File: src/rx_pkg.sv
/* Shared definitions of the receive path: settings map, bus and stream types,
   and the state encodings. Modules import it inside their bodies. */
`default_nettype none

package rx_pkg;

   //////////////////////////////////////////////////
   // Settings bus
   localparam int SET_ADDR_W = 8;
   localparam int SET_DATA_W = 32;

   localparam int SR_TIME64  = 10;   // +0 high word, +1 low word
   localparam int SR_RX_CTRL = 32;

   typedef enum logic [SET_ADDR_W-1:0] {
      RX_CMD   = 8'd0,   // Burst length, a write starts the burst
      RX_DECIM = 8'd1,
      RX_SPP   = 8'd2,
      RX_CLEAR = 8'd3    // Strobe only
   } rx_setting_e;

   typedef struct packed {
      logic                  stb;
      logic [SET_ADDR_W-1:0] addr;
      logic [SET_DATA_W-1:0] data;
   } set_bus_t;

   // True in the cycle a register at addr is written
   function automatic logic set_hit(set_bus_t s, int unsigned addr);
      return s.stb && (s.addr == SET_ADDR_W'(addr));
   endfunction

   //////////////////////////////////////////////////
   // Samples, time and lines
   localparam int TIME_W  = 64;
   localparam int ADC_W   = 14;
   localparam int HALF_W  = 16;   // One sign-extended ADC channel
   localparam int LINE_W  = 34;
   localparam int FIFO_AW = 4;
   localparam int FIFO_DEPTH = 1 << FIFO_AW;

   localparam logic [HALF_W-1:0] SPP_RESET = 16'd16;

   typedef logic [TIME_W-1:0]   vita_time_t;
   typedef logic [2*HALF_W-1:0] sample_t;   // {adc_a, adc_b}

   typedef struct packed {
      sample_t    data;
      vita_time_t ts;
      logic       last;   // Final sample of a burst
   } stream_item_t;

   typedef struct packed {
      logic              sof;
      logic              eof;
      logic [LINE_W-3:0] data;
   } line_t;

   //////////////////////////////////////////////////
   // State encodings
   typedef enum logic [2:0] {IDLE, HEADER, TIME_HI, TIME_LO, SAMPLE, WAIT_ACK} framer_state_e;

   typedef enum logic [1:0] {HS_IDLE, HS_LOAD, HS_REQ, HS_REL} hs_phase_e;

endpackage

`default_nettype wire

File: src/rx_stream_if.sv
/* Four-phase sample stream between the receive blocks. The sender raises req
   over a stable item, the receiver answers with ack. */
`default_nettype none

interface rx_stream_if;
   import rx_pkg::*;

   logic         req;    // From sender
   logic         ack;    // From receiver
   stream_item_t item;

   modport sender (
      output req,
      output item,
      input  ack
   );

   modport receiver (
      input  req,
      input  item,
      output ack
   );

endinterface

`default_nettype wire

File: src/vita_timer.sv
/* 64-bit VITA time counter on the DSP clock. Software loads it with two
   settings writes, high word first, the low word write takes effect. */
`default_nettype none

module vita_timer (
   input  wire logic              dsp_clk,
   input  wire logic              por_rst,
   input  wire rx_pkg::set_bus_t  set_i,
   output rx_pkg::vita_time_t     vita_time_o
);
   import rx_pkg::*;

   logic [SET_DATA_W-1:0] hi_stage;   // Waits for the low word
   logic                  wr_hi;
   logic                  wr_lo;

   assign wr_hi = set_hit(set_i, SR_TIME64 + 0);
   assign wr_lo = set_hit(set_i, SR_TIME64 + 1);

   always_ff @(posedge dsp_clk) begin
      if (por_rst) begin
         hi_stage <= '0;
      end else if (wr_hi) begin
         hi_stage <= set_i.data;
      end
   end

   // Both words land together so the time is never torn
   always_ff @(posedge dsp_clk) begin
      if (por_rst) begin
         vita_time_o <= '0;
      end else if (wr_lo) begin
         vita_time_o <= {hi_stage, set_i.data};
      end else begin
         vita_time_o <= vita_time_o + 1'b1;
      end
   end

endmodule

`default_nettype wire

File: src/rx_sample_capture.sv
/* ADC capture stage. Runs a burst of RX_CMD samples, one every RX_DECIM+1 clocks,
   stamps each with VITA time and offers it on the stream. Flags overruns. */
`default_nettype none

module rx_sample_capture (
   input  wire logic                     dsp_clk,
   input  wire logic                     por_rst,
   input  wire rx_pkg::set_bus_t         set_i,
   input  wire logic [rx_pkg::ADC_W-1:0] adc_a_i,
   input  wire logic [rx_pkg::ADC_W-1:0] adc_b_i,
   input  wire rx_pkg::vita_time_t       vita_time_i,
   rx_stream_if.sender                   out,
   output logic                          run_o,
   output logic                          overrun_o
);
   import rx_pkg::*;

   logic [HALF_W-1:0]     decim_q;
   logic [HALF_W-1:0]     dec_cnt;   // Clocks to next strobe
   logic [SET_DATA_W-1:0] remain;    // Strobes left in burst
   hs_phase_e             ph;
   stream_item_t          item_q;
   sample_t               smp;
   logic                  cmd_wr;
   logic                  clr_wr;
   logic                  strobe;
   logic                  busy;

   assign cmd_wr = set_hit(set_i, SR_RX_CTRL + RX_CMD) && (set_i.data != '0);
   assign clr_wr = set_hit(set_i, SR_RX_CTRL + RX_CLEAR);
   assign strobe = run_o && (dec_cnt == '0);
   assign busy   = (ph == HS_LOAD) || (ph == HS_REQ);   // Previous item not yet taken

   assign smp = {{(HALF_W-ADC_W){adc_a_i[ADC_W-1]}}, adc_a_i,
                 {(HALF_W-ADC_W){adc_b_i[ADC_W-1]}}, adc_b_i};

   assign out.req  = (ph == HS_REQ);
   assign out.item = item_q;

   always_ff @(posedge dsp_clk) begin
      if (por_rst) begin
         decim_q <= '0;
      end else if (set_hit(set_i, SR_RX_CTRL + RX_DECIM)) begin
         decim_q <= set_i.data[HALF_W-1:0];
      end
   end

   //////////////////////////////////////////////////
   // Burst control and sending handshake
   always_ff @(posedge dsp_clk) begin
      if (por_rst) begin
         run_o     <= 1'b0;
         overrun_o <= 1'b0;
         dec_cnt   <= '0;
         remain    <= '0;
         ph        <= HS_IDLE;
      end else begin
         case (ph)
            HS_LOAD: if (!out.ack) ph <= HS_REQ;    // New req only once ack is low
            HS_REQ:  if (out.ack) ph <= HS_REL;
            HS_REL:  if (!out.ack) ph <= HS_IDLE;
            default: ;
         endcase

         if (strobe) begin
            dec_cnt <= decim_q;
            remain  <= remain - 1'b1;
            if (remain == 1) run_o <= 1'b0;
            if (busy) begin
               overrun_o <= 1'b1;   // Sample dropped, burst stops
               run_o     <= 1'b0;
            end else begin
               ph <= HS_LOAD;
            end
         end else if (run_o) begin
            dec_cnt <= dec_cnt - 1'b1;
         end

         if (cmd_wr) begin
            run_o     <= 1'b1;
            overrun_o <= 1'b0;
            remain    <= set_i.data;
            dec_cnt   <= '0;     // First strobe on the next edge
         end
         if (clr_wr) begin
            run_o     <= 1'b0;
            overrun_o <= 1'b0;
         end
      end
   end

   // Sample register
   always_ff @(posedge dsp_clk) begin
      if (strobe && !busy) begin
         item_q.data <= smp;
         item_q.ts   <= vita_time_i;
         item_q.last <= (remain == 1);
      end else if (strobe) begin
         // On overrun the item still waiting for ack ends the burst
         item_q.last <= 1'b1;
      end
   end

endmodule

`default_nettype wire

File: src/rx_sample_fifo.sv
/* 16-entry sample FIFO between capture and framer. Accepts on the ack edge of
   the write side and offers its head on a four-phase read side. */
`default_nettype none

module rx_sample_fifo (
   input  wire logic             dsp_clk,
   input  wire logic             por_rst,
   input  wire rx_pkg::set_bus_t set_i,
   rx_stream_if.receiver         in,
   rx_stream_if.sender           out
);
   import rx_pkg::*;

   stream_item_t     mem [FIFO_DEPTH];
   stream_item_t     head_q;
   logic [FIFO_AW:0] wr_ptr;
   logic [FIFO_AW:0] rd_ptr;   // Head stays counted until its ack
   hs_phase_e        rd_ph;
   logic             in_ack;
   logic             full;
   logic             empty;
   logic             push;
   logic             rd_busy;
   logic             clr_wr;

   assign clr_wr  = set_hit(set_i, SR_RX_CTRL + RX_CLEAR);
   assign empty   = (wr_ptr == rd_ptr);
   assign full    = (wr_ptr[FIFO_AW] != rd_ptr[FIFO_AW]) &&
                    (wr_ptr[FIFO_AW-1:0] == rd_ptr[FIFO_AW-1:0]);
   assign push    = in.req && !in_ack && !full;   // Ack held back while full
   assign rd_busy = (rd_ph == HS_REQ);

   assign in.ack   = in_ack;
   assign out.req  = rd_busy;
   assign out.item = head_q;

   always_ff @(posedge dsp_clk) begin
      if (push) mem[wr_ptr[FIFO_AW-1:0]] <= in.item;
   end

   //////////////////////////////////////////////////
   // Write side, acknowledging
   always_ff @(posedge dsp_clk) begin
      if (por_rst) begin
         in_ack <= 1'b0;
         wr_ptr <= '0;
      end else begin
         if (push) begin
            in_ack <= 1'b1;
            wr_ptr <= wr_ptr + 1'b1;
         end else if (in_ack && !in.req) begin
            in_ack <= 1'b0;
         end
         // Empty out, but keep the head that is already on offer
         if (clr_wr) wr_ptr <= rd_ptr + {{FIFO_AW{1'b0}}, rd_busy};
      end
   end

   //////////////////////////////////////////////////
   // Read side, sending
   always_ff @(posedge dsp_clk) begin
      if (por_rst) begin
         rd_ph  <= HS_IDLE;
         rd_ptr <= '0;
      end else begin
         case (rd_ph)
            HS_IDLE: if (!empty && !clr_wr) rd_ph <= HS_REQ;
            HS_REQ: begin
               if (out.ack) begin
                  rd_ptr <= rd_ptr + 1'b1;   // Pop on ack
                  rd_ph  <= HS_REL;
               end
            end
            HS_REL:  if (!out.ack) rd_ph <= HS_IDLE;
            default: rd_ph <= HS_IDLE;
         endcase
      end
   end

   always_ff @(posedge dsp_clk) begin
      if (rd_ph == HS_IDLE) head_q <= mem[rd_ptr[FIFO_AW-1:0]];
   end

endmodule

`default_nettype wire

File: src/rx_vita_framer.sv
/* VITA packet framer. Turns stream items into header, time and sample lines,
   each sent as one four-phase transfer on the line output. */
`default_nettype none

module rx_vita_framer (
   input  wire logic             dsp_clk,
   input  wire logic             por_rst,
   input  wire rx_pkg::set_bus_t set_i,
   rx_stream_if.receiver         in,
   output rx_pkg::line_t         line_o,
   output logic                  line_req_o,
   input  wire logic             line_ack_i
);
   import rx_pkg::*;

   logic [HALF_W-1:0] spp_q;
   logic [HALF_W-1:0] seq_q;
   logic [HALF_W-1:0] pkt_cnt;   // Samples sent in this packet
   framer_state_e     state;
   hs_phase_e         line_ph;
   line_t             next_line;
   logic              in_ack;
   logic              pkt_end;
   logic              line_state;
   logic              line_done;
   logic              clr_wr;

   assign clr_wr     = set_hit(set_i, SR_RX_CTRL + RX_CLEAR);
   assign pkt_end    = in.item.last || ((pkt_cnt + 1'b1) == spp_q);
   assign line_state = (state == HEADER) || (state == TIME_HI) ||
                       (state == TIME_LO) || (state == SAMPLE);
   assign line_done  = (line_ph == HS_REL) && !line_ack_i;

   assign in.ack     = in_ack;
   assign line_req_o = (line_ph == HS_REQ);

   // Item stays stable until we ack it, so time lines read it directly
   always_comb begin
      next_line = '0;
      case (state)
         HEADER: begin
            next_line.sof  = 1'b1;
            next_line.data = {seq_q, spp_q};
         end
         TIME_HI: next_line.data = in.item.ts[TIME_W-1:SET_DATA_W];
         TIME_LO: next_line.data = in.item.ts[SET_DATA_W-1:0];
         SAMPLE: begin
            next_line.eof  = pkt_end;
            next_line.data = in.item.data;
         end
         default: ;
      endcase
   end

   //////////////////////////////////////////////////
   // Line output handshake
   always_ff @(posedge dsp_clk) begin
      if (por_rst) begin
         line_ph <= HS_IDLE;
      end else begin
         case (line_ph)
            HS_IDLE: if (line_state) line_ph <= HS_REQ;
            HS_REQ:  if (line_ack_i) line_ph <= HS_REL;
            HS_REL:  if (!line_ack_i) line_ph <= HS_IDLE;
            default: line_ph <= HS_IDLE;
         endcase
      end
   end

   always_ff @(posedge dsp_clk) begin
      if (line_ph == HS_IDLE && line_state) line_o <= next_line;
   end

   //////////////////////////////////////////////////
   // Packet sequencing
   always_ff @(posedge dsp_clk) begin
      if (por_rst) begin
         state   <= IDLE;
         in_ack  <= 1'b0;
         spp_q   <= SPP_RESET;
         seq_q   <= '0;
         pkt_cnt <= '0;
      end else begin
         if (set_hit(set_i, SR_RX_CTRL + RX_SPP)) spp_q <= set_i.data[HALF_W-1:0];

         case (state)
            IDLE:    if (in.req) state <= (pkt_cnt == '0) ? HEADER : SAMPLE;
            HEADER:  if (line_done) state <= TIME_HI;
            TIME_HI: if (line_done) state <= TIME_LO;
            TIME_LO: if (line_done) state <= SAMPLE;
            SAMPLE: begin
               if (line_done) begin
                  in_ack <= 1'b1;   // Only now is the item consumed
                  state  <= WAIT_ACK;
                  if (pkt_end) begin
                     pkt_cnt <= '0;
                     seq_q   <= seq_q + 1'b1;
                  end else begin
                     pkt_cnt <= pkt_cnt + 1'b1;
                  end
               end
            end
            WAIT_ACK: begin
               if (!in.req) begin
                  in_ack <= 1'b0;
                  state  <= IDLE;
               end
            end
            default: state <= IDLE;
         endcase

         if (clr_wr) begin
            seq_q   <= '0;
            pkt_cnt <= '0;
         end
      end
   end

endmodule

`default_nettype wire

File: src/rx_core.sv
/* Receive path top level on the DSP clock. Settings writes, ADC samples and the
   line output are plain ports, blocks talk over four-phase streams inside. */
`default_nettype none

module rx_core (
   input  wire logic                          dsp_clk,
   input  wire logic                          por_rst,
   input  wire logic                          set_stb_i,
   input  wire logic [rx_pkg::SET_ADDR_W-1:0] set_addr_i,
   input  wire logic [rx_pkg::SET_DATA_W-1:0] set_data_i,
   input  wire logic [rx_pkg::ADC_W-1:0]      adc_a_i,
   input  wire logic [rx_pkg::ADC_W-1:0]      adc_b_i,
   output rx_pkg::line_t                      line_o,
   output logic                               line_req_o,
   input  wire logic                          line_ack_i,
   output rx_pkg::vita_time_t                 vita_time_o,
   output logic                               run_o,
   output logic                               overrun_o
);
   import rx_pkg::*;

   set_bus_t set_bus;   // Seen by every block

   assign set_bus = '{stb: set_stb_i, addr: set_addr_i, data: set_data_i};

   rx_stream_if cap_stream ();
   rx_stream_if frm_stream ();

   vita_timer u_timer (
      .dsp_clk     (dsp_clk),
      .por_rst     (por_rst),
      .set_i       (set_bus),
      .vita_time_o (vita_time_o)
   );

   rx_sample_capture u_capture (
      .dsp_clk     (dsp_clk),
      .por_rst     (por_rst),
      .set_i       (set_bus),
      .adc_a_i     (adc_a_i),
      .adc_b_i     (adc_b_i),
      .vita_time_i (vita_time_o),
      .out         (cap_stream.sender),
      .run_o       (run_o),
      .overrun_o   (overrun_o)
   );

   rx_sample_fifo u_fifo (
      .dsp_clk (dsp_clk),
      .por_rst (por_rst),
      .set_i   (set_bus),
      .in      (cap_stream.receiver),
      .out     (frm_stream.sender)
   );

   rx_vita_framer u_framer (
      .dsp_clk    (dsp_clk),
      .por_rst    (por_rst),
      .set_i      (set_bus),
      .in         (frm_stream.receiver),
      .line_o     (line_o),
      .line_req_o (line_req_o),
      .line_ack_i (line_ack_i)
   );

endmodule

`default_nettype wire

File: config.mk
export PLATFORM = sky130hd
export DESIGN_NAME = rx_core
export DESIGN_NICKNAME = d
export VERILOG_FILES = /design/src/rx_pkg.sv /design/src/rx_stream_if.sv /design/src/vita_timer.sv /design/src/rx_sample_capture.sv /design/src/rx_sample_fifo.sv /design/src/rx_vita_framer.sv /design/src/rx_core.sv
export SDC_FILE = /design/constraint.sdc
export NUM_CORES = 2
export LEC_CHECK = 0
export ABC_AREA = 1
export BUFFER_PORTS_ARGS = -buffer_cell sky130_fd_sc_hd__buf_2
export CELL_PAD_IN_SITES_DETAIL_PLACEMENT = 0
export CELL_PAD_IN_SITES_GLOBAL_PLACEMENT = 2
export CORE_AREA = 3 3 412 414
export CTS_BUF_LIST = sky130_fd_sc_hd__clkbuf_16
export DETAILED_ROUTE_END_ITERATION = 7
export DIE_AREA = 0 0 415 417
export PLACE_DENSITY_LB_ADDON = 0.1
export SLEW_MARGIN = 20
export SYNTH_ARGS = -nofsm -noshare
export SYNTH_HDL_FRONTEND = slang
export SYNTH_SLANG_ARGS = --single-unit
File: constraint.sdc
create_clock -name dsp_clk -period 18.3 [get_ports dsp_clk]
set_input_delay 0.915 -clock dsp_clk [delete_from_list [all_inputs] [get_ports dsp_clk]]
set_output_delay 0.915 -clock dsp_clk [all_outputs]
set_load 0.005 [all_outputs]
== Word level (Yosys, flattened, before mapping) ==
Memory sizes are Yosys's and may differ from the RTL's. A register that Yosys moved wholly into a read port is not among the register bits.
Index checks and enable logic that the tools add are counted.
Storage, ports and cells
  flip-flop bits (word level): 360
  latch bits: 0
  memory bits (writable): 1552
  ROM bits: 0
  bits of input ports: 72
  output and inout port bits: 101
  word-level logic and storage cells: 166
  memories kept: 1
Cells by class
  $add $sub $neg: 8
  $mul: 0
  divide/modulo/power cells: 0
  $lt $le $gt $ge: 0
  eq/ne operators: 35
  shift-type cells: 0
  muxes and demuxes: 45
  bitwise operators: 0
  reduce and logical (&&, ||, !) cells: 53
Memories
  u_fifo.mem: words 16, bits a word 97, rd ports 1, clocked after memory_dff 1, wr ports 1, line rx_sample_fifo.sv:14  | stream_item_t mem [FIFO_DEPTH];
Operators by type and width (number)
  $pmux 32 s4: 1
  $add 64x1->64 const B: 1
  $mux 32: 2
  $mux 64: 1
  $mux 16: 3
  $add 16x1->16 const B: 2
  $eq 32x1->1 const B: 1
  $eq 8x6->1 const B: 4
  $logic_not 16->1: 2
  $reduce_bool 32->1: 1
  $sub 32x1->32 const B: 1
  $mux 2: 11
  $mux 3: 7
  $pmux 2 s3: 3
  $pmux 3 s6: 1
  $eq 16x16->1: 1
  $eq 8x4->1 const B: 2
  $logic_and 1x1->1: 16
  $ne 2x1->1 const B: 8
  $sub 16x1->16 const B: 1
  $mux 1: 13
  $eq 2x2->1 const B: 6
  $reduce_and 3->1: 4
  $reduce_bool 2->1: 6
  21 further kinds: 43

== Logic depth before layout (Yosys ltp) ==
  depth after elaboration: 6
  gate-level depth with buffers: 17

== Modules after synthesis ==
A second synthesis with hierarchy kept.
Unflattened totals
  cell total of the unflattened synthesis: 7182
  area, all modules: 82037.4 µm²
By module, submodules not included
  rx_sample_fifo: instances 1, cells an instance 4657, area an instance 63724.9 µm², seq. area each 49777.7 µm²
  rx_sample_capture: instances 1, cells an instance 890, area an instance 7551.0 µm², seq. area each 4154.0 µm²
  vita_timer: instances 1, cells an instance 924, area an instance 5630.4 µm², seq. area each 1921.8 µm²
  rx_vita_framer: instances 1, cells an instance 711, area an instance 5131.2 µm², seq. area each 2102.0 µm²

== Worst setup path before layout ==
Ideal clock, no wire load.
  path type: flip-flop to flip-flop
  start point: register u_fifo.rd_ptr[0]
  end point: memory u_fifo.mem[0][0] in the netlist's numbering (enable)
  arrival: 5.199 ns
  path slack: 12.556 ns
  stages on the path, launching flop included: 12
  buffers on the path: 2
  period minus slack after synthesis: 5.744 ns
  path through: dfxtp_1 -> buf_2 -> buf_2 -> xor2_1 -> nor4_1 -> nand2_1 -> nand2_1 -> inv_1 -> nand2_1 -> inv_1 -> nand2_1 -> nor2_1
Between the ends
  word-level cells in the longest chain between the ends: 6
RTL lines
  start: declaration: line rx_sample_fifo.sv:17  | logic [FIFO_AW:0] rd_ptr;
  start signal: assignment: line rx_sample_fifo.sv:70  | rd_ptr <= rd_ptr + 1'b1;
  $eq 4x4->1: line rx_sample_fifo.sv:29  | (wr_ptr[FIFO_AW-1:0] == rd_ptr[FIFO_AW-1:0]);
  $logic_and 1x1->1: line rx_sample_fifo.sv:28  | assign full = (wr_ptr[FIFO_AW] != rd_ptr[FIFO_AW]) &&
  $logic_not 1->1: line rx_sample_fifo.sv:30  | assign push = in.req && !in_ack && !full;
  $logic_and 1x1->1: line rx_sample_fifo.sv:30
  $mux 1: line rx_sample_fifo.sv:38  | if (push) mem[wr_ptr[FIFO_AW-1:0]] <= in.item;
  $mux 1 (implied by the code): line rx_sample_fifo.sv:38
  end: declaration: line rx_sample_fifo.sv:14
Every way passes these cells.

==> flow_summary.yaml <==
detailed_routing:
  routed-wl-met2_um: 107000
  drtIter0Drc: 5090
  highest_layer: "met5"
  wl_met3_um: 16700
  dr_total_vias: 50700
  final_antenna_net_count: 0
  vias_per_cell: 5.82
  drt-met1-wl_um: 102000
  drtPass1Iterations: 5
  postRouteWirelength_um: 238000
  drc_errors: 0
  routedWlPerCell_um: 27.3
logic_synthesis:
  postSynth.asyncResetShare_pct: 0
  yosysTopAreaCellShare_pct: 65.8
  postSynthAreaPerCell_um2: 12.5
  synthesis.instances: 6236
  number_of_synthesized_register_bits: 1939
  synth_sequential_area_ratio_pct: 71.8
  synth.cell_area_um2: 77900
  synth.net_count: 6327
  synth_flop_cell: "sky130_fd_sc_hd__edfxtp_1"
  number_of_enable_flip_flop_cells_after_synthesis: 1708
  post_synth_num_cell_types: 56
  yosysWarningCount: 0
  top_post_synthesis_cells_by_area: "sky130_fd_sc_hd__edfxtp_1 (66%), sky130_fd_sc_hd__dfxtp_1 (5.9%), sky130_fd_sc_hd__nor2_1 (5.0%), sky130_fd_sc_hd__nand2_1 (3.2%), sky130_fd_sc_hd__o21ai_0 (3.0%)"
  synth_top_cell_by_area: "sky130_fd_sc_hd__edfxtp_1"
clock_tree:
  clock_insertion_delay_worst_skew_ns: 0.84
  cts_sinks: 1939
  cts-htree-levels: 4
  cts_inserted_buffers: 201
  cts-resized-gates: 0
  cts_tree: "yes"
  clockRootBuffer: "sky130_fd_sc_hd__clkbuf_16"
  cts.reportedPaths.clkPinSlew_ns: 0.06
  cts_post_setup_buffers_inserted: 0
  cts_hold_repair.buffers: 0
  cts_buffer_depth: 3
power:
  irDropWorstVdd_mv: 0.105
  finalPower_mw: 9.34
  powerDensity_nw_per_um2: 107
  leakagePower_nw: 29.6
timing:
  timing.final.max_slew_violations: 0
  setup_tns_ns: 0
  final.setup_skew_ns: 0.0571
  final_number_of_hold_violating_endpoints: 0
  timing.final.crit_period_ns: 4.59
  timing.max_slew.rel_slack_pct: 22.2
  finalSetupViolations: 0
  worst-slew-pin-transition_ns: 1.17
  fmax_ghz: 0.218
  post-route-period-util_pct: 25.1
  grt_setup_unrepaired: "false"
floorplan:
  die-width_um: 415
  ioPinCount: 173
  dieArea_um2: 173000
  start_util_pct: 46.7
  fp-row-count: 150
  die_h_um: 417
  core_region_area_um2: 167000
grt:
  grt_first_pass_wirelength_um: 340000
  globalRoute.totalOverflow: 0
  globalRouteTotalUtil_pct: 27.1
  grt_pass1_vias: 48000
  grt_max_degree: 207
  antenna_found_initial: 12
setup_path:
  worst-endpoint-required_ns: 18.83
  timing.critical_path.to_type: "flop"
  crit_type: "flop to flop"
  timing.critical_path.fanout_max: 189
  worstSetupStartpointType: "flop"
  critPathArrivalTime_ns: 5.12
status:
  outcome: "finished clean"
hold_path:
  hp-class: "input port to flop"
final_layout:
  syn2layout_area_growth_pct: 12.2
  post_route_cells_drive_above_1_share_pct: 9.55
  layout.nets: 6421
place:
  dp_hpwl_um: 138000
  io_buffers: 172
  gp_congestion: 0.872
run:
  max_cap_viol_count: 0
==> through the flow <==
| stage | hold WS [ns] | cell area (µm²) | instances | utilization, % | setup WS (ns) |
|---|---|---|---|---|---|
| floorplan | 0.439 | 77900 | 6236 | - | 12.56 |
| global placement | 0.446 | 81000 | 8328 | 48.6 | 13.57 |
| detailed placement | 0.450 | 81000 | 8329 | 48.6 | 13.50 |
| CTS | 0.173 | 87300 | 8704 | 52.4 | 13.48 |
| global route | 0.205 | 87400 | 8707 | 52.4 | 13.42 |
| finish | 0.259 | 87400 | 8711 | 52.4 | 13.71 |
==> cell usage after synthesis, drive strengths merged, types with 110 or more instances <==
library cell and count:
inv 304, nand2 680, o32ai 223, o221ai 153, a21oi 110, clkbuf 309
edfxtp 1708, o21ai 474, dfxtp 231, nor2 1066, mux2i 150, nand3 311
==> cell usage in the layout, fill, tap and decap left out, types with 10 or more instances in the layout <==
cell type / n
sky130_fd_sc_hd__nor2_2: 10
sky130_fd_sc_hd__edfxtp_1: 1708
sky130_fd_sc_hd__bufinv_16: 12
sky130_fd_sc_hd__o211ai_1: 97
sky130_fd_sc_hd__nor2_1: 1027
sky130_fd_sc_hd__clkinv_1: 51
sky130_fd_sc_hd__a211oi_1: 34
sky130_fd_sc_hd__xor2_1: 49
sky130_fd_sc_hd__buf_2: 172
sky130_fd_sc_hd__mux2i_1: 150
sky130_fd_sc_hd__clkbuf_16: 204
sky130_fd_sc_hd__nor4_1: 21
sky130_fd_sc_hd__nand4_1: 58
sky130_fd_sc_hd__a21oi_1: 110
sky130_fd_sc_hd__o2111ai_1: 31
sky130_fd_sc_hd__o21ai_0: 470
sky130_fd_sc_hd__nor2_4: 29
sky130_fd_sc_hd__buf_4: 80
sky130_fd_sc_hd__o221ai_1: 153
sky130_fd_sc_hd__nor3_1: 51
sky130_fd_sc_hd__inv_1: 345
sky130_fd_sc_hd__o32ai_1: 223
sky130_fd_sc_hd__nand2_1: 672
sky130_fd_sc_hd__dfxtp_1: 228
sky130_fd_sc_hd__o21bai_1: 15
sky130_fd_sc_hd__ha_1: 19
sky130_fd_sc_hd__nand3_1: 309
sky130_fd_sc_hd__clkinv_2: 40
sky130_fd_sc_hd__xnor2_1: 32
==> where the power goes <==
part           leakage (nW)  internal, mW  switching [mW]
Sequential             17.7          4.92          0.0805
Clock                  3.27          2.19            1.72
Combinational          8.64        0.0963           0.336
==> area by class of cell <==
type / instances / area, µm²
tap: 2204 / 2760
clock buffer: 204 / 5100
timing repair buffer: 262 / 1650
antenna: 5 / 12.5
sequential: 1939 / 55900
inverter: 308 / 1180
clock inverter: 171 / 1210
fill: 14400 / 79300
multi-input combinational: 3618 / 19500
==> critical path: stages, from the launching register on <==
cell,delay [ns]
sky130_fd_sc_hd__dfxtp_4,0.74
sky130_fd_sc_hd__buf_12,0.50
sky130_fd_sc_hd__buf_12,0.75
sky130_fd_sc_hd__buf_4,0.70
sky130_fd_sc_hd__buf_4,0.70
sky130_fd_sc_hd__mux2i_1,0.26
sky130_fd_sc_hd__o221ai_1,0.12
sky130_fd_sc_hd__o211ai_1,0.14
sky130_fd_sc_hd__nand3_1,0.17
==> per-layer routing <==
| metal | GRT usage, % | up-vias |
|---|---|---|
| met3 | 4.79 | 374 |
| met2 | 41.3 | 1760 |
| met5 | 0 | - |
| met4 | 12.0 | 4 |
| met1 | 38.2 | 25500 |
| li1 | - | 23100 |
==> sequential cells by signal, indices dropped and copies added (netlist names), 5 cells and up <==
name,flops
u_fifo.wr_ptr,5
u_timer.hi_stage,32
u_capture.out.item,93
u_framer.pkt_cnt,16
u_fifo.out.item,93
u_capture.decim_q,16
u_fifo.mem,1488
u_timer.vita_time_o,64
u_capture.dec_cnt,16
u_fifo.rd_ptr,5
u_framer.line_o,34
u_capture.remain,32
u_framer.seq_q,16
u_framer.spp_q,16
==> worst paths after layout <==
path              depth (start not counted)            startpoint  slack [ns]                      end
setup reg to reg                          8      u_fifo.rd_ptr[0]       13.71      u_fifo.out.item[25]
setup / recovery                          8      u_fifo.rd_ptr[0]       13.71      u_fifo.out.item[25]
hold / removal                            1            adc_a_i[1]        0.26   u_capture.out.item[82]
hold reg to reg                           2  u_timer.hi_stage[14]        0.45  u_timer.vita_time_o[46]
==> cell families (layout without fill, tap and decap cells) <==
group	count (synthesis)	in the layout	share of synthesized area [%]
multiplexers	151	151	1.94
other	0	5	0
adder cells (fa/ha/maj)	19	19	0.305
AO/OA/AOI/OAI	1152	1152	9.89
AND/OR/NAND/NOR	2214	2214	11.8
buffers and inverters	679	945	3.37
flip-flops	1939	1939	71.8
XOR/XNOR	82	82	0.940
Power figures use the tool's default switching activity.
